[src/common/hack_settings.svh]
`ifndef HACK_SETTINGS_SVH
`define HACK_SETTINGS_SVH

////////////////////
// Datapath widths
////////////////////
`define HACK_WORD_BITS 16
`define HACK_RAM_ADDR_BITS 11

////////////////////
// Instruction field positions
////////////////////
`define HACK_TYPE_BIT 15
`define HACK_IMM_BITS 15
`define HACK_A_BIT 12
`define HACK_COMP_HI 11
`define HACK_COMP_LO 6
`define HACK_DEST_HI 5
`define HACK_DEST_LO 3
`define HACK_JUMP_HI 2
`define HACK_JUMP_LO 0

`endif

[src/common/hack_pkg.sv]
`default_nettype none

`include "hack_settings.svh"

package hack_pkg;

	// Words, addresses and instruction fields
	typedef logic [`HACK_WORD_BITS-1:0] hack_word_t;
	typedef logic [`HACK_RAM_ADDR_BITS-1:0] hack_ram_addr_t;
	typedef logic [`HACK_COMP_HI-`HACK_COMP_LO:0] hack_comp_t;
	typedef logic [`HACK_DEST_HI-`HACK_DEST_LO:0] hack_dest_t;
	typedef logic [`HACK_JUMP_HI-`HACK_JUMP_LO:0] hack_jump_t;

	// Bit positions inside comp
	localparam int COMP_ZX = 5;
	localparam int COMP_NX = 4;
	localparam int COMP_ZY = 3;
	localparam int COMP_NY = 2;
	localparam int COMP_F = 1;
	localparam int COMP_NO = 0;

	// Bit positions inside dest, high to low A D M
	localparam int DEST_A = 2;
	localparam int DEST_D = 1;
	localparam int DEST_M = 0;

	// Jump codes
	localparam hack_jump_t JMP_NULL = 3'b000;
	localparam hack_jump_t JMP_JGT = 3'b001;
	localparam hack_jump_t JMP_JEQ = 3'b010;
	localparam hack_jump_t JMP_JGE = 3'b011;
	localparam hack_jump_t JMP_JLT = 3'b100;
	localparam hack_jump_t JMP_JNE = 3'b101;
	localparam hack_jump_t JMP_JLE = 3'b110;
	localparam hack_jump_t JMP_JMP = 3'b111;

endpackage

`default_nettype wire

[src/cpu/hack_alu.sv]
`timescale 1ns/1ps
`default_nettype none

`include "hack_settings.svh"

module hack_alu (
	input  hack_pkg::hack_word_t x,
	input  hack_pkg::hack_word_t y,
	input  hack_pkg::hack_comp_t comp,
	output hack_pkg::hack_word_t result,
	output logic zr,
	output logic ng
);

	import hack_pkg::*;

	hack_word_t x_zero, x_neg;
	hack_word_t y_zero, y_neg;
	hack_word_t f_out;

	// Operand conditioning then function then output inversion
	always_comb begin
		x_zero = comp[COMP_ZX] ? '0 : x;
		x_neg = comp[COMP_NX] ? ~x_zero : x_zero;
		y_zero = comp[COMP_ZY] ? '0 : y;
		y_neg = comp[COMP_NY] ? ~y_zero : y_zero;
		// Sum wraps modulo 2^16
		f_out = comp[COMP_F] ? (x_neg + y_neg) : (x_neg & y_neg);
		result = comp[COMP_NO] ? ~f_out : f_out;
	end

	// Flags from the final result
	assign zr = (result == '0);
	assign ng = result[`HACK_WORD_BITS-1];

	// Zero and negative are exclusive
	always_comb begin
		assert (!(zr && ng))
		else $error("hack_alu: zr and ng both high, result %h", result);
	end

endmodule

`default_nettype wire

[src/cpu/hack_cpu.sv]
`timescale 1ns/1ps
`default_nettype none

`include "hack_settings.svh"

module hack_cpu (
	input  logic clock,
	input  logic rst_n,
	input  hack_pkg::hack_word_t instruction,
	input  hack_pkg::hack_word_t in_m,
	output hack_pkg::hack_word_t out_m,
	output logic write_m,
	output hack_pkg::hack_word_t address_m,
	output hack_pkg::hack_word_t pc
);

	import hack_pkg::*;

	////////////////////
	// Instruction fields
	////////////////////
	logic c_instr;
	logic a_sel;
	hack_comp_t comp;
	hack_dest_t dest;
	hack_jump_t jump;

	assign c_instr = instruction[`HACK_TYPE_BIT];
	assign a_sel = instruction[`HACK_A_BIT];
	assign comp = instruction[`HACK_COMP_HI:`HACK_COMP_LO];
	assign dest = instruction[`HACK_DEST_HI:`HACK_DEST_LO];
	assign jump = instruction[`HACK_JUMP_HI:`HACK_JUMP_LO];

	hack_word_t a_reg, d_reg;
	hack_word_t y_operand, alu_result;
	logic zr, ng;
	logic pc_load, pc_inc;

	hack_registers u_registers (.clock(clock), .rst_n(rst_n), .instruction(instruction),
		.alu_result(alu_result), .a_reg(a_reg), .d_reg(d_reg));

	// y is A or the memory word addressed by A
	assign y_operand = a_sel ? in_m : a_reg;

	hack_alu u_alu (.x(d_reg), .y(y_operand), .comp(comp), .result(alu_result),
		.zr(zr), .ng(ng));

	hack_jump_unit u_jump_unit (.c_instr(c_instr), .jump(jump), .zr(zr), .ng(ng),
		.pc_load(pc_load), .pc_inc(pc_inc));

	// Jump target is A before this edge
	hack_program_counter u_program_counter (.clock(clock), .rst_n(rst_n),
		.target(a_reg), .load(pc_load), .inc(pc_inc), .pc(pc));

	////////////////////
	// Memory side
	////////////////////
	// Held low in reset so the RAM is not written
	assign write_m = rst_n && c_instr && dest[DEST_M];
	assign out_m = write_m ? alu_result : '0;
	assign address_m = a_reg;

endmodule

`default_nettype wire

[src/cpu/hack_jump_unit.sv]
`timescale 1ns/1ps
`default_nettype none

module hack_jump_unit (
	input  logic c_instr,
	input  hack_pkg::hack_jump_t jump,
	input  logic zr,
	input  logic ng,
	output logic pc_load,
	output logic pc_inc
);

	import hack_pkg::*;

	logic taken;
	logic positive;

	assign positive = !zr && !ng;

	// Condition per jump code
	always_comb begin
		case (jump)
			JMP_JGT: taken = positive;
			JMP_JEQ: taken = zr;
			JMP_JGE: taken = !ng;
			JMP_JLT: taken = ng;
			JMP_JNE: taken = !zr;
			JMP_JLE: taken = zr || ng;
			JMP_JMP: taken = 1'b1;
			JMP_NULL: taken = 1'b0;
			default: taken = 1'b0;
		endcase
	end

	// A-instructions never jump
	assign pc_load = c_instr && taken;
	assign pc_inc = !c_instr || !taken;

	always_comb begin
		assert (!(pc_load && pc_inc))
		else $error("hack_jump_unit: load and increment both high");
	end

endmodule

`default_nettype wire

[src/cpu/hack_program_counter.sv]
`timescale 1ns/1ps
`default_nettype none

module hack_program_counter (
	input  logic clock,
	input  logic rst_n,
	input  hack_pkg::hack_word_t target,
	input  logic load,
	input  logic inc,
	output hack_pkg::hack_word_t pc
);

	import hack_pkg::*;

	hack_word_t pc_q;

	// Load wins over increment, increment wraps
	always_ff @(posedge clock) begin
		if (!rst_n) begin
			pc_q <= '0;
		end else if (load) begin
			pc_q <= target;
		end else if (inc) begin
			pc_q <= pc_q + 1'b1;
		end
	end

	assign pc = pc_q;

endmodule

`default_nettype wire

[src/cpu/hack_registers.sv]
`timescale 1ns/1ps
`default_nettype none

`include "hack_settings.svh"

module hack_registers (
	input  logic clock,
	input  logic rst_n,
	input  hack_pkg::hack_word_t instruction,
	input  hack_pkg::hack_word_t alu_result,
	output hack_pkg::hack_word_t a_reg,
	output hack_pkg::hack_word_t d_reg
);

	import hack_pkg::*;

	logic c_instr;
	hack_dest_t dest;
	hack_word_t immediate;

	assign c_instr = instruction[`HACK_TYPE_BIT];
	assign dest = instruction[`HACK_DEST_HI:`HACK_DEST_LO];
	// Zero extended A-instruction constant
	assign immediate = {1'b0, instruction[`HACK_IMM_BITS-1:0]};

	////////////////////
	// A and D
	////////////////////
	always_ff @(posedge clock) begin
		if (!rst_n) begin
			a_reg <= '0;
			d_reg <= '0;
		end else begin
			if (!c_instr) begin
				a_reg <= immediate;
			end else if (dest[DEST_A]) begin
				a_reg <= alu_result;
			end
			if (c_instr && dest[DEST_D]) begin
				d_reg <= alu_result;
			end
		end
	end

	// An A-instruction never leaves a value with the top bit set in A
	a_imm_top_clear: assert property (@(posedge clock) disable iff (!rst_n)
		!c_instr |=> !a_reg[`HACK_WORD_BITS-1])
	else $error("hack_registers: A loaded from A-instruction with bit 15 set");

endmodule

`default_nettype wire

[config.mk]
export PLATFORM = sky130hd
export DESIGN_NAME = hack_cpu
export DESIGN_NICKNAME = d
export VERILOG_FILES = /design/src/common/hack_pkg.sv /design/src/cpu/hack_alu.sv /design/src/cpu/hack_cpu.sv /design/src/cpu/hack_jump_unit.sv /design/src/cpu/hack_program_counter.sv /design/src/cpu/hack_registers.sv
export VERILOG_INCLUDE_DIRS = /design/src /design/src/common
export SDC_FILE = /design/constraint.sdc
export NUM_CORES = 1
export LEC_CHECK = 0
export ABC_AREA = 1
export BUFFER_PORTS_ARGS = -buffer_cell sky130_fd_sc_hd__buf_4
export CAP_MARGIN = 20
export CORE_MARGIN = 2
export CORE_UTILIZATION = 45
export CTS_CLUSTER_SIZE = 10
export DETAILED_ROUTE_END_ITERATION = 8
export PLACE_DENSITY_LB_ADDON = 0.3
export SETUP_SLACK_MARGIN = 0.1
export SLEW_MARGIN = 20
export SYNTH_ARGS = -nofsm -noshare
export SYNTH_HDL_FRONTEND = slang
export SYNTH_SLANG_ARGS = --single-unit
[constraint.sdc]
create_clock -name clock -period 6.05 [get_ports clock]
set_input_delay 1.5125 -clock clock [delete_from_list [all_inputs] [get_ports clock]]
set_output_delay 1.5125 -clock clock [all_outputs]
set_load 0.005 [all_outputs]
* Word level (Yosys, flattened, before mapping) *
Cells that the tools add are included.

storage, ports and cells
  register bits after elaboration = 48
  bits in latches = 0
  bits in writable memories = 0
  ROM bits = 0
  input port bits = 34
  output and inout port bits = 49
  word-level logic and storage cells = 46
  memories kept = 0

cells by class
  add/subtract/negate cells = 2
  $mul = 0
  div/mod/pow operators = 0
  order comparisons = 0
  eq/ne operators = 8
  shift-type cells = 0
  muxes and demuxes = 13
  bitwise operators = 4
  reductions and logical operators = 15

operators by type and width
  operator                                              number
  two-way mux 16 bit                                    10
  NOT 16 bit                                            3
  two-way mux 15 bit                                    2
  adder 16 x 1 -> 16 bit (second input constant)        1
  adder 16 bit                                          1
  AND 16 bit                                            1
  logical NOT 16 bit                                    1
  equality test 3 bit (second input constant)           4
  one-hot mux 1 bit (8 select lines)                    1
  equality test 3 x 2 -> 1 bit (second input constant)  2
  logical AND 1 bit                                     5
  logical NOT 1 bit                                     4
  equality test 3 x 1 -> 1 bit (second input constant)  1
  logical NOT 3 bit                                     1
  logical OR 1 bit                                      2
  != test 2 bit (second input constant)                 1
  AND reduction 2 bit                                   1
  nonzero test 2 bit                                    1

* Logic depth before layout (Yosys ltp) *
  word-level depth = 16
  gate-level depth with buffers = 26
  mapped depth without buffers = 26

* Hierarchy *
From an unflattened synthesis, not the netlist that was laid out.

unflattened totals
  cell total of the unflattened synthesis = 855
  area total of the unflattened synthesis = 4895.9 sq um

modules (own cells, without submodules)
  module                times used  cells each  area an instance (sq um)  sequential area each (sq um)
  hack_alu              1           419         2089.5                    0.0
  hack_registers        1           188         1327.5                    640.6
  hack_program_counter  1           148         1012.2                    320.3
  hack_cpu              1           86          400.4                     0.0
  hack_jump_unit        1           14          66.3                      0.0

* Worst setup path before layout *
No wires, ideal clock.

  path type = input to output
  start = input port instruction[10]
  end = output port out_m[15]
  arrival = 3.938 ns
  required time = 4.537 ns
  path slack = 0.600 ns
  cell stages on the path = 16
  buffers on the path = 2
  cell sequence = clkbuf_1 -> clkbuf_1 -> xor2_1 -> inv_1 -> ha_1 -> nand2_2 -> nor2_2 -> and2_1 -> nand2_2 -> a21oi_2 -> nor2_1 -> nand2_1 -> nand3_1 -> nand3_1 -> nand2_1 -> nor2_1

on the way
  cells in the longest elaborated chain, start to end = 6
  elaborated cells between the ends (all ways) = 7
  those cells by class = add/sub: 1; mux: 4; bitwise: 2

ends and longest elaborated chain
  what                                               line            RTL
  from (decl)                                        hack_cpu.sv:9   input hack_pkg::hack_word_t instruction,
  two-way mux 16 bit (*)                             hack_alu.sv:24  x_neg = comp[COMP_NX] ? ~x_zero : x_zero;
  adder 16 bit / AND 16 bit (equally long branches)  hack_alu.sv:28  f_out = comp[COMP_F] ? (x_neg + y_neg) : (x_neg & y_neg);
  two-way mux 16 bit (*)                             hack_alu.sv:28
  NOT 16 bit                                         hack_alu.sv:29  result = comp[COMP_NO] ? ~f_out : f_out;
  two-way mux 16 bit (*)                             hack_alu.sv:29
  two-way mux 16 bit (*)                             hack_cpu.sv:60  assign out_m = write_m ? alu_result : '0;
  to (decl)                                          hack_cpu.sv:11  output hack_pkg::hack_word_t out_m,

Mark *: on every way between the ends. The rest lies on a longest branch, timed or not.

* Final worst setup path *
  start = input port instruction[12]
  end = output port out_m[12]

on the way
  cells in the longest elaborated chain, start to end = 9
  elaborated cells between the ends (all ways) = 10
  those cells by class = add/sub: 1; mux: 6; bitwise: 3

ends and longest elaborated chain
  what                                               line            RTL
  two-way mux 16 bit (*)                             hack_cpu.sv:43  assign y_operand = a_sel ? in_m : a_reg;
  two-way mux 16 bit (*)                             hack_alu.sv:25  y_zero = comp[COMP_ZY] ? '0 : y;
  NOT 16 bit                                         hack_alu.sv:26  y_neg = comp[COMP_NY] ? ~y_zero : y_zero;
  two-way mux 16 bit (*)                             hack_alu.sv:26
  adder 16 bit / AND 16 bit (equally long branches)  hack_alu.sv:28
  two-way mux 16 bit (*)                             hack_alu.sv:28
  NOT 16 bit                                         hack_alu.sv:29
  two-way mux 16 bit (*)                             hack_alu.sv:29
  two-way mux 16 bit (*)                             hack_cpu.sv:60

Marked as above.

==> results.ini <==
[worst_setup_path]
critPathCaptureType = output port
reg2reg_slack_ns = 2.08
path_common_cell = nand3_1
crit_chain = buf_4 -> clkinv_1 -> buf_6 -> a21oi_1 -> o21ai_0 -> xor2_1 -> ha_2 -> inv_1 -> fa_2 -> inv_2 -> nand3_1 -> nand2_1 -> nand3_1 -> nand3_1 -> nand2_1 -> nand3_1 -> nand3_1 -> nand2_1 -> nor2_1 -> buf_4
timing.critical_path.arrival_ns = 4.19
timing.critical_path.slowest_stage_cell = fa_2
timing.critical_path.from_type = input port
cp_slowest_stage_delay_ns = 0.35
crit_fanout = 28
required_ns = 4.54
worstSetupPathType = input port to output port

[logic_synthesis]
yosys.area.top_type = dfxtp_1
synth.top_cells.by_area = dfxtp_1, nand2_1, nand3_1, inv_1, xor2_1
postSynthCellCount = 757
synth_ff_type = dfxtp_1
synth_area_um2 = 4470
ys_seq_area_share_pct = 21.5
combinational_family_with_the_most_area_after_synthesis = simple AND/OR/NAND/NOR gates
synth_adder_area_share_pct = 5.21
synth_simple_gate_area_share_pct = 39.1
synthesis.area_per_instance_um2 = 5.90
synth.mux.area_fraction_pct = 0
synthesis.yosys.warnings = 0
synth_compound_gate_area_share_pct = 11.8
parity_gate_share_of_the_synthesized_area_counting_xor_and_xnor_cells_pct = 9.41
ys_async_sr_fraction_pct = 0
ys_seq_elements = 48
yosys.area.top_type_share_pct = 21.5
syn_nets = 809
synth.lib_cells_used.distinct = 33
synth_edf_count = 0

[floorplanning]
i_o_pin_total = 83
placement_rows = 36
core_area_um2 = 9730
initial_utilization_pct = 45.9
fp.dieArea_um2 = 10700
dieHeight_um = 104
die_width_um = 104

[pwr]
report.power.total_mw = 1.17
max-vdd-ir-drop_v = 0.000140
power.static_leakage_nw = 2.74
pwr_density_cell_nw_per_um2 = 222

[placement]
hpwl_um = 10700
routabilityCongestion = 0.919
io_buffers = 82
number_of_instances_in_the_placed_design = 941
place_area_um2 = 5100

[sta]
slew_headroom_pct = 31.7
fin_tns_setup_ns = 0
rsz0062_at_grt = false
min_period_over_period_pct = 94.2
fin_skew_ns = 0.0137
timing.final.setup_violations = 0
max_slew.worst_pin.slew_ns = 1.02
hold_viol_final = 0
min_period_ns = 5.70
timing.final.max_slew_violations = 0
max_freq_mhz = 176

[final_layout]
drive_above_1_share_pct = 15.6
layout.cell_area.non_filler_um2 = 5270
post-route-util_pct = 54.2
post_layout_nonfiller_instances = 953
area_delta_synth_final_pct = 18.0
number_of_nets_in_the_layout = 871
insertedDiodeCount = 0

[routing]
vias = 5048
drt_first_iter_violations = 318
remaining_drc_errors = 0
postRouteAntennaNets = 0
drt-wirelength-per-cell_um = 14.9
vias_per_std_cell = 5.30
drt_first_pass_iters = 5
wirelength_um = 14200

[global_routing]
grt_pass1_wl_um = 23100
grt_start_max_net_pins = 35
global_route.usage.total_pct = 25.9
antenna_found_initial = 0
number_of_global_route_vias_before_repair = 4744
overflow = 0

[clock_network]
cts-root-to-sink-buffers = 2
clock_tree.htree_level_count = 2
clkTransAtPathRegs_ns = 0.10
numCtsBuffers = 5
cts_hold_buffers = 0
clk_latency_ns = 0.31
root_buffer = clkbuf_8
cts_tree = built
clock_sinks = 48

[worst_hold_path]
hold_path_class = register to register

[outcome]
run_status = completed

[job]
drv_cap = 0

[layout make-up]
| class | count | area [µm²] |
|---|---|---|
| inverter | 111 | 417 |
| clock inverter | 2 | 38.8 |
| timing repair buffer | 88 | 664 |
| clock buffer | 6 | 82.6 |
| sequential | 48 | 961 |
| tap | 133 | 166 |
| multi-input combinational | 565 | 2940 |
| fill | 1021 | 4460 |
[cells by family (layout without fill, tap and decap cells)]
family / after synthesis / after routing
AO/OA/AOI/OAI: 90 / 90
flip-flops: 48 / 48
AND/OR/NAND/NOR: 409 / 409
XOR/XNOR: 48 / 48
adder cells (fa/ha/maj): 18 / 18
buffers and inverters: 144 / 207
[cells in the mapped netlist, types with 4 or more instances]
cell type	instances
buf_2	8
buf_4	4
nand3_2	4
nor2_1	68
nand2_1	221
o211ai_1	16
a21oi_1	32
xnor2_1	6
inv_1	106
ha_1	17
xor2_1	42
inv_2	4
clkbuf_1	19
dfxtp_1	48
a31oi_1	14
o21ai_0	20
nand2_2	7
nand3_1	94
[critical path, delay by kind of cell]
| kind | cells | cell delay, ns |
|---|---|---|
| AO/OA/AOI/OAI | 2 | 0.26 |
| XOR/XNOR | 1 | 0.22 |
| adder cells (fa/ha/maj) | 2 | 0.60 |
| buffers and inverters | 6 | 0.72 |
| AND/OR/NAND/NOR | 9 | 0.87 |
[worst paths after layout]
| path | start | endpoint | depth (start not counted) |
|---|---|---|---|
| setup reg to reg | u_registers.a_reg[0]$_SDFFE_PN0P_ | u_program_counter.pc[14]$_SDFF_PN0_ | 23 |
| hold / removal | u_registers.d_reg[15]$_SDFFE_PN0P_ | u_registers.d_reg[15]$_SDFFE_PN0P_ | 2 |
| setup / recovery | instruction[12] | out_m[12] | 20 |
| hold reg to reg | u_registers.d_reg[15]$_SDFFE_PN0P_ | u_registers.d_reg[15]$_SDFFE_PN0P_ | 2 |
[routing by layer]
metal | part of all wire, % | vias to the layer above | track usage, %
li1 | - | 2515 | -
met1 | 45 | 2331 | 34.5
met2 | 46 | 177 | 43.4
met3 | 5.9 | 25 | 3.59
met4 | 2.4 | 0 | 8.11
met5 | 0 | - | 0
[stage by stage]
step,setup slack (ns),hold slack [ns]
5_1_grt,0.0996,0.545
6_report,0.352,0.510
3_3_place_gp,0.197,0.480
3_5_place_dp,0.173,0.482
4_1_cts,0.138,0.510
2_1_floorplan,0.600,0.468
[report_power, final]
group / internal, mW / switching, mW
Sequential: 0.345 / 0.0258
Clock: 0.136 / 0.125
Combinational: 0.203 / 0.335
[layout by cell type, fill, tap and decap left out, types with 2 or more instances in the layout]
cell,synthesis,routed
nand2_1,221,219
inv_1,106,105
nand3_1,94,94
buf_4,4,87
nor2_1,68,68
dfxtp_1,48,48
xor2_1,42,42
a21oi_1,32,32
o21ai_0,20,20
o211ai_1,16,16
a31oi_1,14,14
ha_1,17,14
nand2_2,7,9
xnor2_1,6,6
clkbuf_8,0,6
inv_2,4,5
nand3_2,4,4
a21oi_2,3,3
nand4_1,3,3
o21ai_1,3,3
or2_2,3,3
ha_2,0,3
nor2_2,2,2
and2_1,2,2
nand3b_1,2,2
[timing repair]
action	in CTS	in global routing
gates resized for setup	0	8
setup endpoints to repair	0	7
setup buffers	0	3
No activity file was read; power rests on OpenSTA's default activity.
